==> src/sat_lvl_pkg.sv <==
// ~~~~~~~~~~~~~~~~~~~~~~~~~~~~~~~~~~~~~~
// trail widths, register map, bit fields
// and the structs shared by the datapath
// ~~~~~~~~~~~~~~~~~~~~~~~~~~~~~~~~~~~~~~
package sat_lvl_pkg;

    localparam int NUM_LVLS     = 16;
    localparam int WIDTH_LVL    = 5;    // level 0 means no decision
    localparam int WIDTH_BIN_ID = 10;

    // word addresses
    localparam logic [2:0] ADDR_DECIDE = 3'd0;
    localparam logic [2:0] ADDR_BKT    = 3'd1;
    localparam logic [2:0] ADDR_LOAD   = 3'd2;
    localparam logic [2:0] ADDR_SEL    = 3'd3;
    localparam logic [2:0] ADDR_STATE  = 3'd4;
    localparam logic [2:0] ADDR_STATUS = 3'd5;
    localparam logic [2:0] ADDR_RESULT = 3'd6;

    // data word fields, bin always sits at bit 0
    localparam int LSB_LVL     = 16;
    localparam int BIT_HAS_BKT = 15;
    localparam int BIT_BUSY    = 8;
    localparam int BIT_UNSAT   = 9;
    localparam int BIT_FOUND   = 31;

    typedef struct packed {
        logic [WIDTH_BIN_ID-1:0] dcd_bin;
        logic                    has_bkt;  // decision already flipped
    } lvl_state_t;

    typedef struct packed {
        logic                    found;
        logic [WIDTH_LVL-1:0]    bkt_lvl;
        logic [WIDTH_BIN_ID-1:0] bkt_bin;
    } find_res_t;

    typedef struct packed {
        logic                    decide;
        logic                    backtrack;
        logic                    load;
        logic [WIDTH_BIN_ID-1:0] bin;
        logic [WIDTH_LVL-1:0]    lvl_sel;
        lvl_state_t              state;
    } trail_cmd_t;

endpackage

==> src/bkt_sequencer.sv <==
// ~~~~~~~~~~~~~~~~~~~~~~~~~~~~~~~~~~~~~~
// current level and backtrack sequence
// ~~~~~~~~~~~~~~~~~~~~~~~~~~~~~~~~~~~~~~
`timescale 1ns/1ps

module bkt_sequencer (
    input  logic                              clk,
    input  logic                              rst,
    input  sat_lvl_pkg::trail_cmd_t           cmd_i,
    input  sat_lvl_pkg::find_res_t            find_i,
    output logic [sat_lvl_pkg::WIDTH_LVL-1:0] cur_lvl_o,
    output logic                              apply_bkt_o,
    output logic                              clear_all_o,
    output logic                              busy_o,
    output logic                              unsat_o,
    output sat_lvl_pkg::find_res_t            result_o
);
    import sat_lvl_pkg::*;

    typedef enum logic [1:0] {
        S_IDLE,
        S_CAPTURE,  // search settles, result taken at the end
        S_APPLY     // cells flip or clear
    } seq_state_t;

    seq_state_t           state_q;
    logic [WIDTH_LVL-1:0] cur_lvl_q;
    logic                 unsat_q;
    find_res_t            result_q;

    always_ff @(posedge clk) begin
        if (!rst) begin
            state_q   <= S_IDLE;
            cur_lvl_q <= '0;
            unsat_q   <= 1'b0;
            result_q  <= '0;
        end else begin
            case (state_q)
                S_IDLE: begin
                    if (cmd_i.backtrack) begin
                        state_q <= S_CAPTURE;
                    end else if (cmd_i.decide) begin
                        if (cur_lvl_q < WIDTH_LVL'(NUM_LVLS))   // full trail ignores it
                            cur_lvl_q <= cur_lvl_q + WIDTH_LVL'(1);
                        unsat_q <= 1'b0;
                    end else if (cmd_i.load) begin
                        unsat_q <= 1'b0;
                    end
                end
                S_CAPTURE: begin
                    result_q <= find_i;
                    state_q  <= S_APPLY;
                end
                S_APPLY: begin
                    cur_lvl_q <= result_q.found ? result_q.bkt_lvl : '0;
                    unsat_q   <= !result_q.found;
                    state_q   <= S_IDLE;
                end
                default: state_q <= S_IDLE;
            endcase
        end
    end

    assign busy_o      = (state_q != S_IDLE);
    assign apply_bkt_o = (state_q == S_APPLY);
    assign clear_all_o = apply_bkt_o && !result_q.found;  // no level left
    assign cur_lvl_o   = cur_lvl_q;
    assign unsat_o     = unsat_q;
    assign result_o    = result_q;

    // the slave holds every command back while a backtrack runs
    a_no_cmd_busy: assert property (@(posedge clk) disable iff (!rst)
        busy_o |-> !(cmd_i.decide || cmd_i.backtrack || cmd_i.load));

endmodule

==> src/lvl_state_array.sv <==
// ~~~~~~~~~~~~~~~~~~~~~~~~~~~~~~~~~~~~~~
// chain of level cells, find merge and
// load / read access
// ~~~~~~~~~~~~~~~~~~~~~~~~~~~~~~~~~~~~~~
`timescale 1ns/1ps

module lvl_state_array (
    input  logic                              clk,
    input  logic                              rst,
    input  sat_lvl_pkg::trail_cmd_t           cmd_i,
    input  logic [sat_lvl_pkg::WIDTH_LVL-1:0] cur_lvl_i,
    input  logic                              apply_bkt_i,
    input  logic                              clear_all_i,
    input  logic [sat_lvl_pkg::WIDTH_LVL-1:0] rd_lvl_i,
    output sat_lvl_pkg::lvl_state_t           rd_state_o,
    output sat_lvl_pkg::find_res_t            find_o
);
    import sat_lvl_pkg::*;

    logic [WIDTH_LVL-1:0]    lvl_chain  [NUM_LVLS+1];
    logic [1:0]              flag_chain [NUM_LVLS+1];
    lvl_state_t              cell_state [NUM_LVLS];
    logic [WIDTH_BIN_ID-1:0] cell_bin   [NUM_LVLS];
    logic [WIDTH_LVL-1:0]    cell_lvl   [NUM_LVLS];
    logic [NUM_LVLS-1:0]     wr_en;
    lvl_state_t              wr_data;
    logic [WIDTH_BIN_ID-1:0] find_bin;
    logic [WIDTH_LVL-1:0]    find_lvl;

    assign lvl_chain[0]         = '0;
    assign flag_chain[NUM_LVLS] = 2'd0;       // top of the search chain
    assign wr_data              = clear_all_i ? '0 : cmd_i.state;

    for (genvar i = 0; i < NUM_LVLS; i++) begin : g_cell
        assign wr_en[i] = clear_all_i ||
                          (cmd_i.load && (cmd_i.lvl_sel == WIDTH_LVL'(i + 1)));

        lvl_state_cell u_cell (
            .clk         (clk),
            .rst         (rst),
            .dec_valid_i (cmd_i.decide),
            .cur_bin_i   (cmd_i.bin),
            .cur_lvl_i   (cur_lvl_i),
            .lvl_prev_i  (lvl_chain[i]),
            .lvl_prev_o  (lvl_chain[i+1]),
            .findflag_i  (flag_chain[i+1]),
            .findflag_o  (flag_chain[i]),
            .max_lvl_i   (cur_lvl_i),
            .apply_bkt_i (apply_bkt_i),
            .wr_state_i  (wr_en[i]),
            .state_i     (wr_data),
            .state_o     (cell_state[i]),
            .bkt_bin_o   (cell_bin[i]),
            .bkt_lvl_o   (cell_lvl[i])
        );
    end

    // only the found cell drives nonzero bin and level
    always_comb begin
        find_bin   = '0;
        find_lvl   = '0;
        rd_state_o = '0;
        for (int i = 0; i < NUM_LVLS; i++) begin
            find_bin = find_bin | cell_bin[i];
            find_lvl = find_lvl | cell_lvl[i];
            if (rd_lvl_i == WIDTH_LVL'(i + 1)) rd_state_o = cell_state[i];
        end
    end

    assign find_o = {flag_chain[0] != 2'd0, find_lvl, find_bin};

    // cells apply the same search that the sequencer captured
    a_find_stable: assert property (@(posedge clk) disable iff (!rst)
        apply_bkt_i |-> $stable(find_o));

endmodule

==> src/lvl_state_cell.sv <==
// ~~~~~~~~~~~~~~~~~~~~~~~~~~~~~~~~~~~~~~
// one decision level: stored state plus
// its link in the backtrack search chain
// ~~~~~~~~~~~~~~~~~~~~~~~~~~~~~~~~~~~~~~
`timescale 1ns/1ps

module lvl_state_cell (
    input  logic                                  clk,
    input  logic                                  rst,

    // decide
    input  logic                                  dec_valid_i,
    input  logic [sat_lvl_pkg::WIDTH_BIN_ID-1:0]  cur_bin_i,
    input  logic [sat_lvl_pkg::WIDTH_LVL-1:0]     cur_lvl_i,
    input  logic [sat_lvl_pkg::WIDTH_LVL-1:0]     lvl_prev_i,
    output logic [sat_lvl_pkg::WIDTH_LVL-1:0]     lvl_prev_o,

    // search chain, runs from the top level down
    input  logic [1:0]                            findflag_i,
    output logic [1:0]                            findflag_o,
    input  logic [sat_lvl_pkg::WIDTH_LVL-1:0]     max_lvl_i,
    input  logic                                  apply_bkt_i,

    // load and read
    input  logic                                  wr_state_i,
    input  sat_lvl_pkg::lvl_state_t               state_i,
    output sat_lvl_pkg::lvl_state_t               state_o,

    output logic [sat_lvl_pkg::WIDTH_BIN_ID-1:0]  bkt_bin_o,
    output logic [sat_lvl_pkg::WIDTH_LVL-1:0]     bkt_lvl_o
);
    import sat_lvl_pkg::*;

    logic [WIDTH_LVL-1:0] lvl_r;
    lvl_state_t           state_r;
    logic                 dec_hit;

    assign lvl_prev_o = lvl_prev_i + WIDTH_LVL'(1);
    assign state_o    = state_r;

    // own level number, one above the cell below
    always_ff @(posedge clk) begin
        if (!rst) begin
            lvl_r <= '0;
        end else begin
            lvl_r <= lvl_prev_o;
        end
    end

    // new decision goes one above the current level
    assign dec_hit = dec_valid_i && (lvl_r == cur_lvl_i + WIDTH_LVL'(1));

    // 2: found higher up, 1: this cell, 0: nothing yet
    assign findflag_o = (findflag_i != 2'd0) ? 2'd2 :
                        ((lvl_r <= max_lvl_i) && !state_r.has_bkt) ? 2'd1 : 2'd0;

    always_ff @(posedge clk) begin
        if (!rst) begin
            state_r <= '0;
        end else if (wr_state_i) begin
            state_r <= state_i;
        end else if (dec_hit) begin
            state_r.dcd_bin <= cur_bin_i;
            state_r.has_bkt <= 1'b0;
        end else if (apply_bkt_i) begin
            if (findflag_o == 2'd1) begin
                state_r.has_bkt <= 1'b1;          // flip
            end else if (findflag_o == 2'd0) begin
                state_r <= '0;                    // above the found level
            end
        end
    end

    always_ff @(posedge clk) begin
        if (!rst) begin
            bkt_bin_o <= '0;
            bkt_lvl_o <= '0;
        end else if (findflag_o == 2'd1) begin
            bkt_bin_o <= state_r.dcd_bin;
            bkt_lvl_o <= lvl_r;
        end else begin
            bkt_bin_o <= '0;
            bkt_lvl_o <= '0;
        end
    end

endmodule

==> src/sat_trail_top.sv <==
// ~~~~~~~~~~~~~~~~~~~~~~~~~~~~~~~~~~~~~~
// decision trail top level
// ~~~~~~~~~~~~~~~~~~~~~~~~~~~~~~~~~~~~~~
`timescale 1ns/1ps

module sat_trail_top (
    input  logic        clk,
    input  logic        rst,
    input  logic        wb_cyc_i,
    input  logic        wb_stb_i,
    input  logic        wb_we_i,
    input  logic [2:0]  wb_adr_i,
    input  logic [31:0] wb_dat_i,
    output logic [31:0] wb_dat_o,
    output logic        wb_ack_o
);
    import sat_lvl_pkg::*;

    trail_cmd_t           cmd;
    find_res_t            find_res;
    find_res_t            result;
    lvl_state_t           rd_state;
    logic [WIDTH_LVL-1:0] rd_lvl;
    logic [WIDTH_LVL-1:0] cur_lvl;
    logic                 apply_bkt;
    logic                 clear_all;
    logic                 busy;
    logic                 unsat;

    trail_wb_slave u_slave (
        .clk       (clk),
        .rst       (rst),
        .wb_cyc_i  (wb_cyc_i),
        .wb_stb_i  (wb_stb_i),
        .wb_we_i   (wb_we_i),
        .wb_adr_i  (wb_adr_i),
        .wb_dat_i  (wb_dat_i),
        .wb_dat_o  (wb_dat_o),
        .wb_ack_o  (wb_ack_o),
        .busy_i    (busy),
        .unsat_i   (unsat),
        .cur_lvl_i (cur_lvl),
        .result_i  (result),
        .rd_state_i(rd_state),
        .rd_lvl_o  (rd_lvl),
        .cmd_o     (cmd)
    );

    lvl_state_array u_array (
        .clk        (clk),
        .rst        (rst),
        .cmd_i      (cmd),
        .cur_lvl_i  (cur_lvl),
        .apply_bkt_i(apply_bkt),
        .clear_all_i(clear_all),
        .rd_lvl_i   (rd_lvl),
        .rd_state_o (rd_state),
        .find_o     (find_res)
    );

    bkt_sequencer u_seq (
        .clk        (clk),
        .rst        (rst),
        .cmd_i      (cmd),
        .find_i     (find_res),
        .cur_lvl_o  (cur_lvl),
        .apply_bkt_o(apply_bkt),
        .clear_all_o(clear_all),
        .busy_o     (busy),
        .unsat_o    (unsat),
        .result_o   (result)
    );

endmodule

==> src/trail_wb_slave.sv <==
// ~~~~~~~~~~~~~~~~~~~~~~~~~~~~~~~~~~~~~~
// wishbone classic slave, register map
// and command pulses to the datapath
// ~~~~~~~~~~~~~~~~~~~~~~~~~~~~~~~~~~~~~~
`timescale 1ns/1ps

module trail_wb_slave (
    input  logic                              clk,
    input  logic                              rst,

    input  logic                              wb_cyc_i,
    input  logic                              wb_stb_i,
    input  logic                              wb_we_i,
    input  logic [2:0]                        wb_adr_i,
    input  logic [31:0]                       wb_dat_i,
    output logic [31:0]                       wb_dat_o,
    output logic                              wb_ack_o,

    input  logic                              busy_i,
    input  logic                              unsat_i,
    input  logic [sat_lvl_pkg::WIDTH_LVL-1:0] cur_lvl_i,
    input  sat_lvl_pkg::find_res_t            result_i,
    input  sat_lvl_pkg::lvl_state_t           rd_state_i,
    output logic [sat_lvl_pkg::WIDTH_LVL-1:0] rd_lvl_o,
    output sat_lvl_pkg::trail_cmd_t           cmd_o
);
    import sat_lvl_pkg::*;

    logic                 ack_q;
    logic                 req;
    logic                 is_cmd;
    logic                 ack_d;
    logic [WIDTH_LVL-1:0] sel_q;
    trail_cmd_t           cmd_q;
    logic [31:0]          rd_word;
    logic [31:0]          dat_q;

    // no new request in the ack cycle itself
    assign req    = wb_cyc_i && wb_stb_i && !ack_q;
    assign is_cmd = wb_we_i &&
                    (wb_adr_i == ADDR_DECIDE || wb_adr_i == ADDR_BKT || wb_adr_i == ADDR_LOAD);
    assign ack_d  = req && !(is_cmd && busy_i);  // stall commands while busy

    always_ff @(posedge clk) begin
        if (!rst) begin
            ack_q <= 1'b0;
            sel_q <= '0;
            cmd_q <= '0;
        end else begin
            ack_q <= ack_d;
            cmd_q <= '0;                          // one cycle pulse
            if (ack_d && wb_we_i) begin
                case (wb_adr_i)
                    ADDR_DECIDE: cmd_q.decide    <= 1'b1;
                    ADDR_BKT:    cmd_q.backtrack <= 1'b1;
                    ADDR_LOAD:   cmd_q.load      <= 1'b1;
                    ADDR_SEL:    sel_q           <= wb_dat_i[WIDTH_LVL-1:0];
                    default: ;
                endcase
                cmd_q.bin           <= wb_dat_i[WIDTH_BIN_ID-1:0];
                cmd_q.lvl_sel       <= wb_dat_i[LSB_LVL +: WIDTH_LVL];
                cmd_q.state.dcd_bin <= wb_dat_i[WIDTH_BIN_ID-1:0];
                cmd_q.state.has_bkt <= wb_dat_i[BIT_HAS_BKT];
            end
        end
    end

    always_comb begin
        rd_word = '0;
        case (wb_adr_i)
            ADDR_SEL: rd_word[WIDTH_LVL-1:0] = sel_q;
            ADDR_STATE: begin
                rd_word[WIDTH_BIN_ID-1:0] = rd_state_i.dcd_bin;
                rd_word[BIT_HAS_BKT]      = rd_state_i.has_bkt;
            end
            ADDR_STATUS: begin
                rd_word[WIDTH_LVL-1:0] = cur_lvl_i;
                rd_word[BIT_BUSY]      = busy_i;
                rd_word[BIT_UNSAT]     = unsat_i;
            end
            ADDR_RESULT: begin
                rd_word[WIDTH_BIN_ID-1:0]       = result_i.bkt_bin;
                rd_word[LSB_LVL +: WIDTH_LVL]   = result_i.bkt_lvl;
                rd_word[BIT_FOUND]              = result_i.found;
            end
            default: ;
        endcase
    end

    // read data is presented together with ack
    always_ff @(posedge clk) begin
        if (ack_d && !wb_we_i) dat_q <= rd_word;
    end

    assign wb_ack_o = ack_q;
    assign wb_dat_o = dat_q;
    assign rd_lvl_o = sel_q;
    assign cmd_o    = cmd_q;

    a_ack_in_cycle: assert property (@(posedge clk) disable iff (!rst)
        wb_ack_o |-> (wb_cyc_i && wb_stb_i));

endmodule
==> config.mk <==
export PLATFORM = sky130hd
export DESIGN_NAME = sat_trail_top
export DESIGN_NICKNAME = d
export VERILOG_FILES = /design/src/sat_lvl_pkg.sv /design/src/bkt_sequencer.sv /design/src/lvl_state_array.sv /design/src/lvl_state_cell.sv /design/src/sat_trail_top.sv /design/src/trail_wb_slave.sv
export SDC_FILE = /design/constraint.sdc
export NUM_CORES = 1
export LEC_CHECK = 0
export CAP_MARGIN = 20
export CORE_UTILIZATION = 57
export CTS_CLUSTER_SIZE = 28
export DETAILED_ROUTE_END_ITERATION = 10
export DONT_BUFFER_PORTS = 1
export PLACE_DENSITY_LB_ADDON = 0.08
export SETUP_SLACK_MARGIN = 0.4
export SYNTH_ARGS = -nofsm -noshare
export SYNTH_HDL_FRONTEND = slang
export SYNTH_SLANG_ARGS = --single-unit
==> constraint.sdc <==
create_clock -name clk -period 3.1 [get_ports clk]
set_input_delay 0.31 -clock clk [delete_from_list [all_inputs] [get_ports clk]]
set_output_delay 0.31 -clock clk [all_outputs]
set_load 0.01 [all_outputs]
---- Yosys cells after proc, flatten, opt, wreduce, memory -nomap -nowiden ----
Cells that the tools add are included.
storage, ports and cells
  register bits ........................... 562
  bits of input ports ..................... 40
  output and inout port bits .............. 33
  logic and storage cells ................. 645
cells by class
  $add $sub $neg .......................... 1
  magnitude comparators ................... 17
  equal/unequal tests ..................... 93
  muxes and demuxes ....................... 177
  bitwise logic cells ..................... 30
  reductions and logical operators ........ 230
operators by type and width
  cell                                                  count
  two-way mux 11 bit                                    81
  two-way mux 10 bit                                    16
  bitwise OR 10 bit                                     15
  nonzero test 3 bit                                    32
  equality test 5 x 4 -> 1 bit (second input constant)  16
  equality test 5 bit                                   16
  <= comparator 5 bit                                   16
  bitwise OR 5 bit                                      15
  AND reduction 2 bit                                   34
  nonzero test 4 bit                                    16
  logical AND 1 bit                                     56
  != test 3 bit (second input constant)                 17
  AND reduction 3 bit                                   17
  equality test 5 x 3 -> 1 bit (second input constant)  8
  two-way mux 1 bit                                     39
  two-way mux 2 bit                                     18
  nonzero test 2 bit                                    18
  zero test 2 bit                                       17
  equality test 2 x 1 -> 1 bit (second input constant)  16
  two-way mux 4 bit                                     8
  two-way mux 5 bit                                     5
  equality test 5 x 2 -> 1 bit (second input constant)  4
  zero test 1 bit                                       20
  case mux 5 bit (4 select lines)                       1
  other kinds (20)                                      47

---- Logic depth before layout (Yosys ltp) ----
  depth after elaboration ................. 39
  mapped depth ............................ 14
  gate-level depth less buffers ........... 9

---- By module ----
Synthesis repeated with hierarchy kept, for this count alone.
unflattened totals
  cells, all modules ...................... 3187
  area total of the unflattened synthesis .. 29079.1 um^2
by module, submodules not included
  module                                          instances  cells each  area an instance (um^2)  sequential area each (um^2)
  lvl_state_cell at u_array.g_cell[0].u_cell ...  8          156         1445.1                   620.6
  lvl_state_cell at u_array.g_cell[2].u_cell ...  5          154         1516.5                   620.6
  lvl_state_array                                 1          421         2631.3                   0.0
  trail_wb_slave                                  1          159         1836.8                   1011.0
  lvl_state_cell at u_array.g_cell[7].u_cell      1          155         1512.7                   620.6
  lvl_state_cell at u_array.g_cell[8].u_cell      1          155         1451.4                   620.6
  lvl_state_cell at u_array.g_cell[9].u_cell      1          155         1448.9                   620.6
  bkt_sequencer                                   1          124         1054.8                   480.5

---- Worst setup path before layout ----
No wires, ideal clock.
  path kind ............................... register -> register
  from .................................... register u_array.g_cell[14].u_cell.lvl_r[2]
  to ...................................... register u_array.g_cell[3].u_cell.state_r, in the netlist u_array.g_cell[3].u_cell.state_o[10]
  setup time .............................. 0.127 ns
  arrival ................................. 3.048 ns
  required time ........................... 2.973 ns
  setup slack ............................. -0.076 ns
  stages on the path, launching flop included .. 13
  path buffers ............................ 3
  period minus slack after synthesis ...... 3.176 ns
  cells stage by stage .................... dfxtp_1 > clkbuf_1 > inv_1 > clkbuf_1 > ha_1 > or3b_1 > a211o_1 > or2_0 > clkbuf_1 > or3_1 > nor3_2 > a211oi_2 > o2bb2ai_1
on the way
  cells in the longest elaborated chain, start to end .. 29
  elaborated cells on any way between the ends .. 31
  those cells by class .................... order compare: 1; eq/ne: 2; mux: 13; reduce/logical: 15
RTL lines
  element                                                          RTL line                                    source
  start, declared                                                  lvl_state_cell.sv:34                        logic [WIDTH_LVL-1:0] lvl_r;
  start signal, assigned                                           lvl_state_cell.sv:46                        lvl_r <= lvl_prev_o;
  <= comparator 5 bit (*)                                          lvl_state_cell.sv:55                        ((lvl_r <= max_lvl_i) && !state_r.has_bkt) ? 2'd1 : 2'd0;
  logical AND 1 bit (*)                                            lvl_state_cell.sv:55
  two-way mux 1 bit (*)                                            lvl_state_cell.sv:55
  two-way mux 2 bit (*)                                            lvl_state_cell.sv:54                        assign findflag_o = (findflag_i != 2'd0) ? 2'd2 :
  nonzero test 2 bit (*)                                           lvl_state_cell.sv:54
  two-way mux 2 bit (*)                                            lvl_state_cell.sv:54
  nonzero test 2 bit (*)                                           lvl_state_cell.sv:54
  two-way mux 2 bit (*)                                            lvl_state_cell.sv:54
  (+13 left out)                                                   -
  two-way mux 2 bit (*)                                            lvl_state_cell.sv:54
  nonzero test 2 bit (*)                                           lvl_state_cell.sv:54
  two-way mux 2 bit (*)                                            lvl_state_cell.sv:54
  nonzero test 2 bit (*)                                           lvl_state_cell.sv:54
  two-way mux 2 bit (*)                                            lvl_state_cell.sv:54
  equality test 2 x 1 -> 1 bit or zero test 2 bit (tied branches)  lvl_state_cell.sv:66, lvl_state_cell.sv:68
  != test 3 bit (no line) or nonzero test 3 bit (tied branches)    -
  AND reduction 3 bit (no line) (*)                                -
  end signal, assigned                                             lvl_state_cell.sv:61                        state_r <= state_i;
  end, declared                                                    lvl_state_cell.sv:35                        lvl_state_t state_r;
Mark *: on every way between the ends. The rest lies on a longest branch, timed or not.
A chain may end at the register's enable or synchronous reset.

---- Worst setup path in the final report ----
  from .................................... register u_array.g_cell[14].u_cell.lvl_r[2]
  to ...................................... register u_array.g_cell[7].u_cell.state_r, in the netlist u_array.g_cell[7].u_cell.state_o[1]
on the way
  cells in the longest elaborated chain, start to end .. 21
  elaborated cells on any way between the ends .. 23
  those cells by class .................... order compare: 1; eq/ne: 2; mux: 9; reduce/logical: 11
RTL lines
  element                                                          RTL line
  <= comparator 5 bit (*)                                          lvl_state_cell.sv:55
  logical AND 1 bit (*)                                            lvl_state_cell.sv:55
  two-way mux 1 bit (*)                                            lvl_state_cell.sv:55
  two-way mux 2 bit (*)                                            lvl_state_cell.sv:54
  nonzero test 2 bit (*)                                           lvl_state_cell.sv:54
  two-way mux 2 bit (*)                                            lvl_state_cell.sv:54
  nonzero test 2 bit (*)                                           lvl_state_cell.sv:54
  two-way mux 2 bit (*)                                            lvl_state_cell.sv:54
  (+5 left out)                                                    -
  two-way mux 2 bit (*)                                            lvl_state_cell.sv:54
  nonzero test 2 bit (*)                                           lvl_state_cell.sv:54
  two-way mux 2 bit (*)                                            lvl_state_cell.sv:54
  nonzero test 2 bit (*)                                           lvl_state_cell.sv:54
  two-way mux 2 bit (*)                                            lvl_state_cell.sv:54
  equality test 2 x 1 -> 1 bit or zero test 2 bit (tied branches)  lvl_state_cell.sv:66, lvl_state_cell.sv:68
  != test 3 bit (no line) or nonzero test 3 bit (tied branches)    -
  AND reduction 3 bit (no line) (*)                                -
  end signal, assigned                                             lvl_state_cell.sv:61
  end, declared                                                    lvl_state_cell.sv:35
Marked as above.

==> flow_metrics.env <==
export IMPL_clk_latency_ps=550
export IMPL_power_total_w=0.0109
export IMPL_hold_end="u_slave.wb_dat_o[20]$_SDFFCE_PN0P_"
export IMPL_setup_viol=0
export IMPL_crit_required_ps=3530
export IMPL_rsz0062_at_grt="yes"
export IMPL_grt_pass1_wl_mm=85.9
export IMPL_htreeDepth=2
export IMPL_slew_headroom_pct=36.0
export IMPL_power_density_nw_per_um2=527
export IMPL_placed_cell_area_um2=17700
export IMPL_first_iter_violations=2203
export IMPL_nFillCells=2049
export IMPL_wl_per_cell_um=26.6
export IMPL_drive_gt1_share_pct=22.1
export IMPL_synthArstFlopShare_pct=0
export IMPL_first_pass_iters=7
export IMPL_whs_ps=-0.0789
export IMPL_grt_ovfl_total=0
export IMPL_worstPathCellList="ha_4, buf_4, buf_4, nand4_1, a21oi_2, a21o_1, or4_1, buf_6, nor3_2, nor3_2, a32o_1"
export IMPL_routed_wl_mm=60.2
export IMPL_path_buf_inv=3
export IMPL_io_pins=73
export IMPL_diodes=0
export IMPL_antenna_found_initial=1
export IMPL_initial_core_util_pct=58.1
export IMPL_ys_seq_area_share_pct=51.2
export IMPL_grt_max_degree=35
export IMPL_crit_path_start_kind="flop"
export IMPL_synth_largest_area_cell="dfxtp_1"
export IMPL_track_usage_pct=37.9
export IMPL_drc=0
export IMPL_hpwl_mm=40.6
export IMPL_cp_max_fo=10
export IMPL_grt_pass1_vias=13700
export IMPL_fp_row_count=62
export IMPL_fin_nets=1898
export IMPL_reg2reg_from="u_array.g_cell[14].u_cell.lvl_r[2]$_DFF_P_"
export IMPL_hold_class="input port to flop"
export IMPL_arrival_ps=3340
export IMPL_vias=15200
export IMPL_synth_top_area_share_pct=48.1
export IMPL_vdd_drop_max_uv=499
export IMPL_synth_distinct_cells=96
export IMPL_vias_per_cell=6.71
export IMPL_status="complete, but fails checks"
export IMPL_area_growth_synth_to_final_pct=23.6
export IMPL_ys_dominant_reg_cell="dfxtp_1"
export IMPL_fin_skew_ps=17.8
export IMPL_max_stage_delay_ps=530
export IMPL_synth_edf_count=17
export IMPL_layout_cells_non_filler=2264
export IMPL_cts_root_buffer="clkbuf_16"
export IMPL_syn_area_per_cell_um2=9.70
export IMPL_r2r_slack_ps=190
export IMPL_fin_util_pct=71.8
export IMPL_setup_worst_path_class="flop to flop"
export IMPL_gp_congestion=1.02
export IMPL_worst_pin_slew_ps=951
export IMPL_cts_tree="done"
export IMPL_yosysWarningCount=0
export IMPL_finalCritPeriodShare_pct=94.0
export IMPL_cp_end_kind="flop"
export IMPL_setup_tns_ps=0
export IMPL_cts_buffers=42
export IMPL_min_delay_path_depth=1
export IMPL_netlist_instances=1723
export IMPL_cp_top_family="simple AND/OR/NAND/NOR gates"
export IMPL_final_antenna_net_count=0
export IMPL_synth_seq_cells=419
export IMPL_synthTopCellsByArea="dfxtp_1 (48%), o2bb2ai_1 (5.3%), and2_1 (5.0%), edfxtp_1 (3.1%), nor2_1 (3.0%)"
export IMPL_place_port_buffers=0
export IMPL_die_w_um=173
export IMPL_dp_cells=2099
export IMPL_maxCapViolCount=0
export IMPL_clock_sinks=419
export IMPL_worstHoldStart="wb_adr_i[2]"
export IMPL_max_freq_mhz=343
export IMPL_cts_clk_slew_worst_paths_ps=60
export IMPL_syn_area_um2=16700
export IMPL_p_leak_nw=7.59
export IMPL_die_h_um=173
export IMPL_slowest_stage="or4_1"
export IMPL_design_area_um2=20700
export IMPL_hold_viol_final=1
export IMPL_cp_startpoint="u_array.g_cell[14].u_cell.lvl_r[2]$_DFF_P_"
export IMPL_coreArea_um2=28800
export IMPL_slew_viol_final=0
export IMPL_reg2reg_depth=11
export IMPL_dieArea_um2=30000
export IMPL_period_needed_ps=2910
export IMPL_r2r_end="u_array.g_cell[7].u_cell.state_o[1]$_SDFFE_PN0P_"
export IMPL_violations="negative hold slack"
export IMPL_clockBufferDepth=3
==> area by class of cell <==
cell class / instances / area [um2] / share of cell area [%]
clock inverters: 14 / 118 / 0.569
well taps: 384 / 480 / 2.33
multi-input cells: 1159 / 8410 / 40.7
clock buffers: 60 / 1190 / 5.75
repair buffers: 193 / 1750 / 8.49
inverters: 35 / 141 / 0.684
flip-flops and latches: 419 / 8570 / 41.5
==> cells in the final DEF (no fill, tap or decap), drive strengths merged, types with 11 or more instances in the layout <==
cell type    instances
inv                 36
nor2b               13
o22a                13
clkinv              12
and2               134
conb                15
nand3               53
a22oi               24
a31oi               14
mux2i               21
clkbuf              60
a21oi               87
dfxtp              402
o32ai               15
o221ai              11
o2bb2ai            101
o21ai               63
edfxtp              17
a41oi               11
dlygate4sd3         33
nor4                59
nor3                33
nand2               95
o22ai               22
nor2               137
a32o                11
buf                160
and3                47
mux2                11
a22o                12
==> repair_timing <==
item / in CTS / in global routing
resized for setup: 53 / 139
setup endpoints to repair: 185 / 306
cloned: 4 / 7
setup buffers: 25 / 21
hold endpoints to repair: 53 / 0
hold buffers: 34 / 0
pin swaps: 22 / 48
==> synthesized netlist by cell type (8+ instances only) <==
library cell	number
a21oi_1	85
a221oi_1	8
a22o_1	12
a22oi_1	24
a31oi_1	13
a32o_1	11
a41oi_1	11
and2_1	133
and3_1	47
buf_4	16
clkbuf_1	94
dfxtp_1	402
edfxtp_1	17
ha_1	8
inv_1	33
mux2_2	11
mux2i_1	21
nand2_1	93
nand2b_1	10
nand3_1	53
nand4_1	9
nor2_1	132
nor2b_1	13
nor3_1	24
nor3_2	8
nor4_1	57
o21ai_0	63
o221ai_1	11
o22a_1	13
o22ai_1	22
o2bb2ai_1	101
o32ai_1	15
==> worst register-to-register path: cells and delay by family (launching register included) <==
| family | cells | cell delay (ps) |
|---|---|---|
| flops | 1 | 430 |
| simple gates | 4 | 1070 |
| compound gates | 3 | 560 |
| buf+inv | 3 | 470 |
| fa+ha+maj | 1 | 250 |
==> through the flow <==
stage	hold slack (ps)	setup WS, ps
6_report	-0.0789	185
5_1_grt	10.1	132
4_1_cts	1.18	271
3_5_place_dp	339	173
3_3_place_gp	339	166
2_1_floorplan	338	213
==> kinds of logic (layout without fill, tap and decap cells) <==
group,count (synthesis),in the layout,synth area share [%]
simple gates,626,630,20.4
compound gates,462,463,20.5
flops,419,419,51.2
buf+inv,164,302,4.21
mux,37,37,2.67
fa+ha+maj,8,8,0.599
xor+xnor,6,6,0.397
other cells,1,15,0.0224
==> metal layers <==
metal  vias to the layer above  wire, um  global-route usage [%]
li1                       6616         -                       -
met1                      7286     24300                    53.6
met2                      1108     26000                    56.7
met3                       177      7340                    8.75
met4                         2      2490                    12.9
met5                         -        13                   0.481
==> registers in the layout, summed over array words and instances (netlist names) <==
register	flops
u_seq.state_q	2
u_array.g_cell.u_cell.bkt_bin_o	160
u_slave.cmd_o	19
u_array.g_cell.u_cell.lvl_r	1
u_array.g_cell.u_cell.state_o	176
u_slave.wb_ack_o	1
u_slave.wb_dat_o	17
u_seq.unsat_o	1
u_slave.rd_lvl_o	5
u_seq.cur_lvl_o	5
u_seq.result_o	16
u_array.g_cell.u_cell.bkt_lvl_o	16
==> how the worst max path moves through the flow <==
stage,to,slack [ps],cells past startpoint
after floorplan,u_array.g_cell[3].u_cell.state_o[2]$_SDFFE_PN0P_,210,12
after global placement,u_array.g_cell[5].u_cell.bkt_bin_o[7]$_SDFF_PN0_,170,9
after detailed placement,u_array.g_cell[4].u_cell.state_o[10]$_SDFFE_PN0P_,170,9
after CTS,u_array.g_cell[6].u_cell.state_o[7]$_SDFFE_PN0P_,270,11
after global routing,u_array.g_cell[3].u_cell.state_o[10]$_SDFFE_PN0P_,130,12
final,u_array.g_cell[7].u_cell.state_o[1]$_SDFFE_PN0P_,190,11
==> power by group <==
group          leakage (nW)  switching, W  internal, W
combinational          3.54      0.000355     0.000195
sequential             3.40     0.0000229      0.00543
clock                 0.651       0.00212      0.00276
total                  7.59       0.00250      0.00839
(Power assumes the default switching activity.)
